$ cat src/logic/riscv_isa_pkg.sv
package riscv_isa_pkg;

  // Instruction and register index widths
  localparam int INSN_W     = 32;
  localparam int REG_ADDR_W = 5;

  // Major opcodes of the supported RV32I subset
  typedef enum logic [6:0] {
    OPC_JAL    = 7'b110_1111,
    OPC_JALR   = 7'b110_0111,
    OPC_BRANCH = 7'b110_0011,
    OPC_LOAD   = 7'b000_0011,
    OPC_STORE  = 7'b010_0011,
    OPC_IMM    = 7'b001_0011,
    OPC_ALSU   = 7'b011_0011,
    OPC_SYSTEM = 7'b111_0011
  } opcode_t;

  // funct3 for register and immediate arithmetic
  localparam logic [2:0] F3_ADD = 3'b000;
  localparam logic [2:0] F3_XOR = 3'b100;
  localparam logic [2:0] F3_OR  = 3'b110;
  localparam logic [2:0] F3_AND = 3'b111;

  // funct3 for conditional branches
  localparam logic [2:0] F3_BEQ = 3'b000;
  localparam logic [2:0] F3_BNE = 3'b001;
  localparam logic [2:0] F3_BLT = 3'b100;
  localparam logic [2:0] F3_BGE = 3'b101;

  // funct7 picks ADD or SUB
  localparam logic [6:0] F7_BASE = 7'b000_0000;
  localparam logic [6:0] F7_ALT  = 7'b010_0000;

  localparam logic [31:0] EBREAK_WORD = 32'h0010_0073;

  // Immediate layouts
  typedef enum logic [1:0] {
    IMM_I,
    IMM_S,
    IMM_B,
    IMM_J
  } imm_kind_t;

endpackage

$ cat src/logic/core_pkg.sv
package core_pkg;

  localparam int XLEN     = 32;
  localparam int NUM_REGS = 32;

  localparam logic [XLEN-1:0] RESET_ADDR = '0;

  // ADDI x0, x0, 0 fills squashed fetch slots
  localparam logic [XLEN-1:0] NOP_WORD = 32'h0000_0013;

  // ALU_ADD sits at zero so a cleared control word is harmless
  typedef enum logic [3:0] {
    ALU_ADD,
    ALU_SUB,
    ALU_XOR,
    ALU_OR,
    ALU_AND,
    ALU_EQ,
    ALU_NE,
    ALU_LTS,
    ALU_GES
  } alu_op_t;

  // Decoded control where all zero means a bubble
  typedef struct packed {
    alu_op_t alu_op;
    logic    use_imm;
    logic    is_branch;
    logic    is_jump;
    logic    jump_reg_base;
    logic    mem_read;
    logic    mem_write;
    logic    reg_write;
    logic    mem_to_reg;
    logic    halt;
  } ctrl_t;

endpackage

$ cat src/logic/id_ex_if.sv
`timescale 1ns/10ps

interface id_ex_if import core_pkg::*, riscv_isa_pkg::*; ();

  ctrl_t                 ctrl;
  logic [XLEN-1:0]       pc;
  logic [XLEN-1:0]       rs1_data;
  logic [XLEN-1:0]       rs2_data;
  logic [XLEN-1:0]       imm;
  logic [REG_ADDR_W-1:0] rd;
  // Source indices, zero when the operand is unused
  logic [REG_ADDR_W-1:0] rs1;
  logic [REG_ADDR_W-1:0] rs2;

  modport decode_mp (
    output ctrl, pc, rs1_data, rs2_data, imm, rd, rs1, rs2
  );

  modport execute_mp (
    input ctrl, pc, rs1_data, rs2_data, imm, rd, rs1, rs2
  );

endinterface

$ cat src/logic/fetch_stage.sv
`timescale 1ns/10ps

module fetch_stage import core_pkg::*; (
  input  logic            clk_i,
  input  logic            reset_i,
  input  logic            redirect_i,
  input  logic [XLEN-1:0] target_pc_i,
  input  logic            halt_i,
  input  logic [XLEN-1:0] instr_rdata_i,
  output logic [XLEN-1:0] instr_addr_o,
  output logic [XLEN-1:0] pc_o,
  output logic [XLEN-1:0] instr_o
);

  logic [XLEN-1:0] pc_p, pc_n;
  logic [XLEN-1:0] if_pc_p;
  logic [XLEN-1:0] if_instr_p;

  // Halt wins over redirect and the PC step
  always_comb begin
    if (halt_i) begin
      pc_n = pc_p;
    end else if (redirect_i) begin
      pc_n = target_pc_i;
    end else begin
      pc_n = pc_p + XLEN'(4);
    end
  end

  always_ff @(posedge clk_i or posedge reset_i) begin
    if (reset_i) begin
      pc_p       <= RESET_ADDR;
      if_instr_p <= NOP_WORD;
    end else begin
      pc_p       <= pc_n;
      // Word fetched under a redirect belongs to the wrong path
      if_instr_p <= redirect_i ? NOP_WORD : instr_rdata_i;
    end
  end

  always_ff @(posedge clk_i) begin
    if_pc_p <= pc_p;
  end

  assign instr_addr_o = pc_p;
  assign pc_o         = if_pc_p;
  assign instr_o      = if_instr_p;

  pc_aligned_a: assert property (
    @(posedge clk_i) disable iff (reset_i) pc_p[1:0] == 2'b00
  );

endmodule

$ cat src/logic/register_file.sv
`timescale 1ns/10ps

module register_file import core_pkg::*, riscv_isa_pkg::*; (
  input  logic                  clk_i,
  input  logic                  reset_i,
  input  logic [REG_ADDR_W-1:0] rs1_i,
  input  logic [REG_ADDR_W-1:0] rs2_i,
  output logic [XLEN-1:0]       rs1_data_o,
  output logic [XLEN-1:0]       rs2_data_o,
  input  logic                  we_i,
  input  logic [REG_ADDR_W-1:0] rd_i,
  input  logic [XLEN-1:0]       wd_i
);

  logic [XLEN-1:0] regs_p [NUM_REGS];

  // x0 is never written, so it keeps its reset value
  always_ff @(posedge clk_i or posedge reset_i) begin
    if (reset_i) begin
      for (int i = 0; i < NUM_REGS; i++) begin
        regs_p[i] <= '0;
      end
    end else if (we_i && (rd_i != '0)) begin
      regs_p[rd_i] <= wd_i;
    end
  end

  // Combinational read ports
  assign rs1_data_o = regs_p[rs1_i];
  assign rs2_data_o = regs_p[rs2_i];

  x0_zero_a: assert property (
    @(posedge clk_i) disable iff (reset_i)
    ((rs1_i == '0) |-> (rs1_data_o == '0)) and ((rs2_i == '0) |-> (rs2_data_o == '0))
  );

endmodule

$ cat src/logic/decode_stage.sv
`timescale 1ns/10ps

module decode_stage import core_pkg::*, riscv_isa_pkg::*; (
  input  logic                  clk_i,
  input  logic                  reset_i,
  input  logic [XLEN-1:0]       pc_i,
  input  logic [XLEN-1:0]       instr_i,
  input  logic                  redirect_i,
  input  logic                  halt_i,
  output logic [REG_ADDR_W-1:0] rs1_o,
  output logic [REG_ADDR_W-1:0] rs2_o,
  input  logic [XLEN-1:0]       rs1_data_i,
  input  logic [XLEN-1:0]       rs2_data_i,
  input  logic                  wb_we_i,
  input  logic [REG_ADDR_W-1:0] wb_rd_i,
  input  logic [XLEN-1:0]       wb_data_i,
  id_ex_if.decode_mp            id_ex
);

  logic [INSN_W-1:0]     insn;
  opcode_t               opcode;
  logic [2:0]            funct3;
  logic [6:0]            funct7;
  logic [REG_ADDR_W-1:0] rd, rs1_field, rs2_field;
  logic                  rs1_used, rs2_used, illegal;
  imm_kind_t             imm_kind;
  ctrl_t                 ctrl_n;
  logic [XLEN-1:0]       imm_n;
  logic [XLEN-1:0]       rs1_val, rs2_val;

  //##################################################
  // Field extraction
  //##################################################
  assign insn      = instr_i;
  assign opcode    = opcode_t'(insn[6:0]);
  assign funct3    = insn[14:12];
  assign funct7    = insn[31:25];
  assign rd        = insn[11:7];
  assign rs1_field = insn[19:15];
  assign rs2_field = insn[24:20];

  assign rs1_o = rs1_used ? rs1_field : '0;
  assign rs2_o = rs2_used ? rs2_field : '0;

  //##################################################
  // Control decode
  //##################################################
  always_comb begin
    ctrl_n   = '0;
    imm_kind = IMM_I;
    rs1_used = 1'b0;
    rs2_used = 1'b0;
    illegal  = 1'b0;

    case (opcode)
      OPC_JAL: begin
        imm_kind         = IMM_J;
        ctrl_n.is_jump   = 1'b1;
        ctrl_n.reg_write = 1'b1;
      end
      OPC_JALR: begin
        rs1_used             = 1'b1;
        ctrl_n.is_jump       = 1'b1;
        ctrl_n.jump_reg_base = 1'b1;
        ctrl_n.reg_write     = 1'b1;
      end
      OPC_BRANCH: begin
        imm_kind         = IMM_B;
        rs1_used         = 1'b1;
        rs2_used         = 1'b1;
        ctrl_n.is_branch = 1'b1;
        case (funct3)
          F3_BEQ:  ctrl_n.alu_op = ALU_EQ;
          F3_BNE:  ctrl_n.alu_op = ALU_NE;
          F3_BLT:  ctrl_n.alu_op = ALU_LTS;
          F3_BGE:  ctrl_n.alu_op = ALU_GES;
          default: illegal = 1'b1;
        endcase
      end
      OPC_LOAD: begin
        rs1_used          = 1'b1;
        ctrl_n.use_imm    = 1'b1;
        ctrl_n.mem_read   = 1'b1;
        ctrl_n.mem_to_reg = 1'b1;
        ctrl_n.reg_write  = 1'b1;
      end
      OPC_STORE: begin
        imm_kind         = IMM_S;
        rs1_used         = 1'b1;
        rs2_used         = 1'b1;
        ctrl_n.use_imm   = 1'b1;
        ctrl_n.mem_write = 1'b1;
      end
      OPC_IMM: begin
        rs1_used         = 1'b1;
        ctrl_n.use_imm   = 1'b1;
        ctrl_n.reg_write = 1'b1;
        // ADDI only
        if (funct3 != F3_ADD) begin
          illegal = 1'b1;
        end
      end
      OPC_ALSU: begin
        rs1_used         = 1'b1;
        rs2_used         = 1'b1;
        ctrl_n.reg_write = 1'b1;
        case ({funct7, funct3})
          {F7_BASE, F3_ADD}: ctrl_n.alu_op = ALU_ADD;
          {F7_ALT,  F3_ADD}: ctrl_n.alu_op = ALU_SUB;
          {F7_BASE, F3_XOR}: ctrl_n.alu_op = ALU_XOR;
          {F7_BASE, F3_OR }: ctrl_n.alu_op = ALU_OR;
          {F7_BASE, F3_AND}: ctrl_n.alu_op = ALU_AND;
          default:           illegal = 1'b1;
        endcase
      end
      OPC_SYSTEM: begin
        if (insn == EBREAK_WORD) begin
          ctrl_n.halt = 1'b1;
        end else begin
          illegal = 1'b1;
        end
      end
      default: illegal = 1'b1;
    endcase

    // Unknown words, squashed slots and a halted core all become bubbles
    if (illegal || redirect_i || halt_i) begin
      ctrl_n   = '0;
      rs1_used = 1'b0;
      rs2_used = 1'b0;
    end
  end

  // Immediate generation
  always_comb begin
    case (imm_kind)
      IMM_S:   imm_n = {{20{insn[31]}}, insn[31:25], insn[11:7]};
      IMM_B:   imm_n = {{19{insn[31]}}, insn[31], insn[7], insn[30:25], insn[11:8], 1'b0};
      IMM_J:   imm_n = {{11{insn[31]}}, insn[31], insn[19:12], insn[20], insn[30:21], 1'b0};
      default: imm_n = {{20{insn[31]}}, insn[31:20]};
    endcase
  end

  // Write-back value bypasses the register file write of this cycle
  assign rs1_val = (wb_we_i && (wb_rd_i != '0) && (wb_rd_i == rs1_o)) ? wb_data_i : rs1_data_i;
  assign rs2_val = (wb_we_i && (wb_rd_i != '0) && (wb_rd_i == rs2_o)) ? wb_data_i : rs2_data_i;

  //##################################################
  // Decode/execute register
  //##################################################
  always_ff @(posedge clk_i or posedge reset_i) begin
    if (reset_i) begin
      id_ex.ctrl <= '0;
    end else begin
      id_ex.ctrl <= ctrl_n;
    end
  end

  always_ff @(posedge clk_i) begin
    id_ex.pc       <= pc_i;
    id_ex.rs1_data <= rs1_val;
    id_ex.rs2_data <= rs2_val;
    id_ex.imm      <= imm_n;
    id_ex.rd       <= rd;
    id_ex.rs1      <= rs1_o;
    id_ex.rs2      <= rs2_o;
  end

endmodule

$ cat src/logic/alu.sv
`timescale 1ns/10ps

module alu import core_pkg::*; (
  input  logic [XLEN-1:0] a_i,
  input  logic [XLEN-1:0] b_i,
  input  alu_op_t         op_i,
  output logic [XLEN-1:0] result_o,
  output logic            branch_taken_o
);

  always_comb begin
    result_o       = '0;
    branch_taken_o = 1'b0;

    case (op_i)
      // Arithmetic and logic
      ALU_ADD: result_o = a_i + b_i;
      ALU_SUB: result_o = a_i - b_i;
      ALU_XOR: result_o = a_i ^ b_i;
      ALU_OR:  result_o = a_i | b_i;
      ALU_AND: result_o = a_i & b_i;

      // Branch compares drive only the flag
      ALU_EQ:  branch_taken_o = (a_i == b_i);
      ALU_NE:  branch_taken_o = (a_i != b_i);
      ALU_LTS: branch_taken_o = ($signed(a_i) < $signed(b_i));
      ALU_GES: branch_taken_o = ($signed(a_i) >= $signed(b_i));
    endcase
  end

endmodule

$ cat src/logic/execute_stage.sv
`timescale 1ns/10ps

module execute_stage import core_pkg::*, riscv_isa_pkg::*; (
  input  logic                  clk_i,
  input  logic                  reset_i,
  id_ex_if.execute_mp           id_ex,
  input  logic [XLEN-1:0]       data_rdata_i,
  output logic [XLEN-1:0]       data_addr_o,
  output logic [XLEN-1:0]       data_wdata_o,
  output logic                  data_re_o,
  output logic                  data_we_o,
  output logic                  redirect_o,
  output logic [XLEN-1:0]       target_pc_o,
  output logic                  halt_o,
  output logic                  wb_we_o,
  output logic [REG_ADDR_W-1:0] wb_rd_o,
  output logic [XLEN-1:0]       wb_data_o
);

  logic [XLEN-1:0]       op_a, rs2_val, op_b;
  logic [XLEN-1:0]       alu_result, target_sum;
  logic                  alu_taken, redirect_n;

  ctrl_t                 ex_ctrl_p;
  logic                  redirect_p;
  logic [XLEN-1:0]       ex_result_p, ex_target_p, ex_store_p, ex_pc_p;
  logic [REG_ADDR_W-1:0] ex_rd_p;

  //##################################################
  // Operands
  //##################################################

  // Second bypass point for the instruction one slot behind write-back
  assign op_a = (wb_we_o && (wb_rd_o != '0) && (wb_rd_o == id_ex.rs1)) ?
                wb_data_o : id_ex.rs1_data;
  assign rs2_val = (wb_we_o && (wb_rd_o != '0) && (wb_rd_o == id_ex.rs2)) ?
                   wb_data_o : id_ex.rs2_data;
  assign op_b = id_ex.ctrl.use_imm ? id_ex.imm : rs2_val;

  alu u_alu (
    .a_i            (op_a),
    .b_i            (op_b),
    .op_i           (id_ex.ctrl.alu_op),
    .result_o       (alu_result),
    .branch_taken_o (alu_taken)
  );

  // JALR is based on rs1, branches and JAL on the PC
  assign target_sum = (id_ex.ctrl.jump_reg_base ? op_a : id_ex.pc) + id_ex.imm;
  assign redirect_n = id_ex.ctrl.is_jump | (id_ex.ctrl.is_branch & alu_taken);

  //##################################################
  // Execute/write-back register
  //##################################################
  always_ff @(posedge clk_i or posedge reset_i) begin
    if (reset_i) begin
      ex_ctrl_p  <= '0;
      redirect_p <= 1'b0;
    end else if (redirect_o) begin
      // Wrong-path instruction behind a taken branch
      ex_ctrl_p  <= '0;
      redirect_p <= 1'b0;
    end else if (!halt_o) begin
      ex_ctrl_p  <= id_ex.ctrl;
      redirect_p <= redirect_n;
    end
  end

  always_ff @(posedge clk_i) begin
    ex_result_p <= alu_result;
    ex_target_p <= {target_sum[XLEN-1:1], 1'b0};
    ex_store_p  <= rs2_val;
    ex_rd_p     <= id_ex.rd;
    ex_pc_p     <= id_ex.pc;
  end

  assign redirect_o  = redirect_p;
  assign target_pc_o = ex_target_p;
  assign halt_o      = ex_ctrl_p.halt;

  // Data memory strobes
  assign data_addr_o  = ex_result_p;
  assign data_wdata_o = ex_store_p;
  assign data_re_o    = ex_ctrl_p.mem_read;
  assign data_we_o    = ex_ctrl_p.mem_write;

  // Write-back select
  assign wb_we_o = ex_ctrl_p.reg_write;
  assign wb_rd_o = ex_rd_p;

  always_comb begin
    if (ex_ctrl_p.is_jump) begin
      wb_data_o = ex_pc_p + XLEN'(4);
    end else if (ex_ctrl_p.mem_to_reg) begin
      wb_data_o = data_rdata_i;
    end else begin
      wb_data_o = ex_result_p;
    end
  end

  mem_strobe_excl_a: assert property (
    @(posedge clk_i) disable iff (reset_i) !(data_re_o && data_we_o)
  );

  // Decode turns the slot behind a redirect into a bubble
  younger_squashed_a: assert property (
    @(posedge clk_i) disable iff (reset_i) redirect_o |=> (id_ex.ctrl == '0)
  );

endmodule

$ cat src/logic/micro_riscv_top.sv
`timescale 1ns/10ps

module micro_riscv_top import core_pkg::*, riscv_isa_pkg::*; (
  input  logic            clk_i,
  input  logic            reset_i,
  output logic [XLEN-1:0] instr_addr_o,
  input  logic [XLEN-1:0] instr_rdata_i,
  output logic [XLEN-1:0] data_addr_o,
  input  logic [XLEN-1:0] data_rdata_i,
  output logic [XLEN-1:0] data_wdata_o,
  output logic            data_re_o,
  output logic            data_we_o,
  output logic            finish_o
);

  logic [XLEN-1:0]       if_pc, if_instr;
  logic                  redirect, halt;
  logic [XLEN-1:0]       target_pc;
  logic [REG_ADDR_W-1:0] rs1_idx, rs2_idx;
  logic [XLEN-1:0]       rs1_data, rs2_data;
  logic                  wb_we;
  logic [REG_ADDR_W-1:0] wb_rd;
  logic [XLEN-1:0]       wb_data;

  id_ex_if id_ex ();

  fetch_stage u_fetch (
    .clk_i         (clk_i),
    .reset_i       (reset_i),
    .redirect_i    (redirect),
    .target_pc_i   (target_pc),
    .halt_i        (halt),
    .instr_rdata_i (instr_rdata_i),
    .instr_addr_o  (instr_addr_o),
    .pc_o          (if_pc),
    .instr_o       (if_instr)
  );

  register_file u_regfile (
    .clk_i      (clk_i),
    .reset_i    (reset_i),
    .rs1_i      (rs1_idx),
    .rs2_i      (rs2_idx),
    .rs1_data_o (rs1_data),
    .rs2_data_o (rs2_data),
    .we_i       (wb_we),
    .rd_i       (wb_rd),
    .wd_i       (wb_data)
  );

  decode_stage u_decode (
    .clk_i      (clk_i),
    .reset_i    (reset_i),
    .pc_i       (if_pc),
    .instr_i    (if_instr),
    .redirect_i (redirect),
    .halt_i     (halt),
    .rs1_o      (rs1_idx),
    .rs2_o      (rs2_idx),
    .rs1_data_i (rs1_data),
    .rs2_data_i (rs2_data),
    .wb_we_i    (wb_we),
    .wb_rd_i    (wb_rd),
    .wb_data_i  (wb_data),
    .id_ex      (id_ex.decode_mp)
  );

  execute_stage u_execute (
    .clk_i        (clk_i),
    .reset_i      (reset_i),
    .id_ex        (id_ex.execute_mp),
    .data_rdata_i (data_rdata_i),
    .data_addr_o  (data_addr_o),
    .data_wdata_o (data_wdata_o),
    .data_re_o    (data_re_o),
    .data_we_o    (data_we_o),
    .redirect_o   (redirect),
    .target_pc_o  (target_pc),
    .halt_o       (halt),
    .wb_we_o      (wb_we),
    .wb_rd_o      (wb_rd),
    .wb_data_o    (wb_data)
  );

  // EBREAK held in write-back keeps this high until reset
  assign finish_o = halt;

endmodule

$ cat config.mk
export PLATFORM = sky130hd
export DESIGN_NAME = micro_riscv_top
export DESIGN_NICKNAME = d
export VERILOG_FILES = /design/src/logic/riscv_isa_pkg.sv /design/src/logic/core_pkg.sv /design/src/logic/id_ex_if.sv /design/src/logic/fetch_stage.sv /design/src/logic/register_file.sv /design/src/logic/decode_stage.sv /design/src/logic/alu.sv /design/src/logic/execute_stage.sv /design/src/logic/micro_riscv_top.sv
export SDC_FILE = /design/constraint.sdc
export NUM_CORES = 2
export LEC_CHECK = 0
export BUFFER_PORTS_ARGS = -buffer_cell sky130_fd_sc_hd__buf_2
export CAP_MARGIN = 20
export CORE_MARGIN = 2
export CORE_UTILIZATION = 55
export CTS_BUF_LIST = sky130_fd_sc_hd__clkbuf_2
export CTS_CLUSTER_DIAMETER = 30
export CTS_CLUSTER_SIZE = 30
export DETAILED_ROUTE_END_ITERATION = 7
export PLACE_DENSITY = 0.78
export SETUP_SLACK_MARGIN = 0.3
export SLEW_MARGIN = 10
export SYNTH_ARGS = -nofsm -noshare
export SYNTH_HDL_FRONTEND = slang
export SYNTH_HIERARCHICAL = 1
export SYNTH_SLANG_ARGS = --single-unit
$ cat constraint.sdc
create_clock -name clk_i -period 52.3 [get_ports clk_i]
set_clock_uncertainty 0.2 [all_clocks]
set_input_delay 10.46 -clock clk_i [delete_from_list [all_inputs] [get_ports clk_i]]
set_output_delay 10.46 -clock clk_i [all_outputs]
set_load 0.01 [all_outputs]
==> qor.txt <==
HP Class: flip-flop to flip-flop
cell chain of the critical path: buf_2 > mux2i_1 > o21ai_4 > mux2_2 > mux2_2 > inv_1 > ha_1 > nor4_1 > nand2_1 > a21oi_1 > o211ai_1 > a41oi_1 > nand2_1 > o21ai_0 > a21oi_1 > o32ai_1 > a21oi_1 > nor3_1
netlist area before placement: 0.07720 mm^2
cts-stage hold buffer count: 0
vertical die dimension: 378.7 um
cell type contributing the most total cell area after synthesis: dfrtp_1
share of synthesized flip-flops with an asynchronous set or reset: 78.90%
Placeable Area: 0.1394 mm^2
Slew HR: 20.70%
GPL Wtd Cong: 0.9937
RSZ-0062 raised after global routing: false
maximum level of the CTS H-tree: 5
maximum count of clock buffers along a single path: 4
crit path capture type: flip-flop
total buffers and inverters traversed by the critical path: 2
largest net degree at the start of global routing: 196
wire length of the first global-routing pass: 371,600 um
global-route total usage across every layer: 34.52%
number of flops mapped to enable cells by yosys: 0
main flop type after synthesis: dfrtp_1
count of yosys warnings during synthesis: 6
Seq/Total Area, Yosys: 43.56%
Post-layout nets: 7,072
number of clock sinks seen by CTS: 1,403
area growth from synthesis to layout: 6.740%
post-DP HPWL: 150,700 um
standard cell area after detailed placement: 0.07864 mm^2
final core area utilization: 59.13%
final setup TNS: 0 ns
CP Depth: 18
area of all placed cells without fillers: 0.08241 mm^2
top-level port count: 165
via count of the first global-routing pass: 58.70k
biggest area contributors in the synthesized netlist: dfrtp_1, mux2_2, mux2i_1, dfxtp_1, ha_1
number of design rule violations left after detail routing: 0
Initial Utilization: 55.40%
worst hold slack: 0.1125 ns
required time of the critical path: 53.75 ns
number of antenna-violating nets in the routed design: 0
Setup Fix Bufs, Post-CTS: 0
critical setup path kind: primary input to flip-flop
Most Frequent Cell on Critical Path: a21oi_1
areal power density over the cells: 27.66 mW/mm^2
endpoints failing hold: 0
Final Routed Wirelength: 253,400 um
TritonCTS clock tree: yes
number of endpoints failing setup at the final stage: 0
post-synthesis average cell area: 11.22 um^2
post-synthesis sequential element count: 1,403
Clock transition at path regs: 0.13 ns
Static Leak: 0.03292 uW
final critical-path share of the clock period: 27.23%
Critical Path Source Type: primary input
number of nets produced by synthesis: 7,084
worst skew pair latency: 1.79 ns
fraction of final layout cells with drive strength greater than 1: 29.04%
detailed-route vias per instance: 6.608
largest stage delay on the critical path: 0.84 ns
number of port buffers: 164
cell depth of the worst hold path: 0
floorplan row count: 137
outcome: finished, final reports clean
power after layout: 2279 uW
family of cells with the greatest summed delay on the critical path: compound AO/OA/AOI/OAI gates
data arrival time of the worst path: 15.69 ns
number of antenna violations at the first check in global routing: 13
total congestion overflow after global routing: 0
area fraction of the dominant cell type after synthesis: 35.78%
Cell variety after synth: 113
average wire per standard cell: 28.26 um
Max FO, Critical Path: 35
die area: 0.1434 mm^2
shortest period the worst path allows: 14.24 ns
Post-Syn Instances: 6,880
detailed-routing iteration count for the pre-antenna-repair pass: 6
Die Width: 378.7 um
cell at the slowest stage of the critical path: o21ai_4
post-cts sizing count: 0
worst slew pin tran: 1.190 ns
Max Cap Viol: 0
worst voltage drop across the vdd grid: 0.02770 mV
clock tree root buffer cell: clkbuf_2
number of buffers created by CTS: 294
number of vias after detailed routing: 59.26k
number of DRC violations after detailed-routing iteration 0: 7,155
Fill cells: 11.38k
Final Slew Violations: 0
number of cells traversed by the worst register-to-register path: 14
Fmax achieved: 70.22 MHz
-- cells in the final DEF (no fill, tap or decap), types with 133 or more instances in the layout --
master    netlist  layout
mux2_2       1103    1103
clkbuf_2        0     329
dfrtp_1      1104    1101
mux2i_1      1061    1061
nand2_1       358     341
a22oi_1       205     205
dfxtp_1       296     296
ha_1          135     135
a22o_1        133     133
buf_2         115     164
nor2_1        170     167
nand3_1       255     255
a21oi_1       332     324
-- final cells by class --
type / instances / area [um^2] / area share [%]
diodes: 7 / 17.52 / 0.02126
clock buffers: 329 / 1647 / 1.998
clock inverters: 183 / 2039 / 2.475
inverters: 137 / 521.8 / 0.6331
multi-input cells: 4749 / 40320 / 48.93
flip-flops and latches: 1403 / 33630 / 40.82
well taps: 1876 / 2347 / 2.848
repair buffers: 283 / 1879 / 2.280
-- flip-flops by register name (all words and copies together) (netlist names) --
register / count
u_decode/id_ex.rs2_data: 32
u_execute/halt_o: 1
u_decode/id_ex.rd: 5
u_fetch/pc_o: 32
u_execute/wb_we_o: 1
u_decode/id_ex.rs1: 5
u_execute/ex_ctrl_p: 2
u_execute/data_addr_o: 32
u_execute/data_re_o: 1
u_execute/target_pc_o: 31
u_decode/id_ex.ctrl: 12
u_decode/id_ex.rs1_data: 32
u_regfile/regs_p: 1024
u_fetch/instr_addr_o: 32
u_fetch/instr_o: 32
u_execute/wb_rd_o: 5
u_execute/data_we_o: 1
u_execute/data_wdata_o: 32
u_decode/id_ex.imm: 21
u_decode/id_ex.rs2: 5
u_decode/id_ex.pc: 32
u_execute/ex_pc_p: 32
u_execute/redirect_o: 1
-- stage by stage --
stage,worst slack (ns),std cells
final,38.06,8967
after global routing,37.83,8964
after CTS,38.37,8957
after detailed placement,36.55,8445
after global placement,36.60,8445
after floorplan,12.82,6880
-- path summary, 6_finish.rpt --
kind	start	end	slack, ns
max	data_rdata_i[5]	u_execute/redirect_o	38.06
min	u_fetch/pc_o[22]	u_decode/id_ex.pc[22]	0.11
max reg2reg	u_fetch/instr_o[31]	u_decode/id_ex.rs2_data[30]	45.05
min reg2reg	u_fetch/pc_o[22]	u_decode/id_ex.pc[22]	0.11
max in group asynchronous	reset_i	u_regfile/regs_p[1016]	39.81
min in group asynchronous	reset_i	u_decode/id_ex.ctrl[4]	8.56
-- worst register-to-register path, cell delays in order, from the launching register on --
cell and delay (ns):
dfrtp_1 0.44, or4_4 0.55, or3_1 0.37, or4_4 0.53, a211oi_4 0.41, and2_4 0.64, buf_4 0.85, buf_12 0.69
buf_4 0.94, mux2i_1 0.31, a22o_1 0.17, nor3_1 0.08, a31oi_1 0.47, nand3_1 0.16, mux2_4 0.33
-- report_power, final --
part	internal, uW	leakage (uW)	switching (uW)	total [uW]
clock	387	0.00234	485	873
combinational	78.3	0.0147	133	211
sequential	1140	0.0159	59.5	1200
-- cells in the mapped netlist (all sizes together) (5+ instances only) --
| master | number |
|---|---|
| and2 | 20 |
| o21a | 15 |
| nand2b | 20 |
| a22o | 133 |
| inv | 136 |
| nand2 | 358 |
| or2 | 15 |
| mux2i | 1061 |
| ha | 135 |
| or3 | 17 |
| dfrtp | 1104 |
| a221oi | 15 |
| nor3b | 6 |
| a221o | 16 |
| o31ai | 9 |
| o311ai | 9 |
| o22ai | 10 |
| dfxtp | 296 |
| xor2 | 30 |
| a211oi | 23 |
| nand4 | 24 |
| nand3b | 15 |
| a21oi | 333 |
| or4 | 9 |
| o21ai | 121 |
| nor4 | 24 |
| a31oi | 71 |
| nor3 | 119 |
| a2111oi | 5 |
| nor2 | 186 |
| nand3 | 258 |
| a211o | 6 |
| o211ai | 22 |
| o21bai | 14 |
| a22oi | 205 |
| o32ai | 10 |
| clkbuf | 303 |
| xnor2 | 64 |
| and3 | 22 |
| buf | 288 |
| nor2b | 55 |
| mux2 | 1179 |
| a21o | 43 |
| o221ai | 7 |
| and4 | 7 |
-- per-layer routing --
layer  wire length, um  track usage, %  vias up
met5                62               0        -
met4             14390           18.92       10
met3             26180           8.717      854
met2            110400           50.98     3390
met1            102400           46.39    29790
li1                  -               -    25220
-- logic make-up after synthesis --
family,share of synthesized area (%)
multiplexers,31.14
flip-flops,43.56
AND/OR/NAND/NOR,7.492
AO/OA/AOI/OAI,9.777
buffers and inverters,4.695
adder cells (fa/ha/maj),2.266
XOR/XNOR,1.066
other,0.004857
Power figures use the tool's default switching activity.
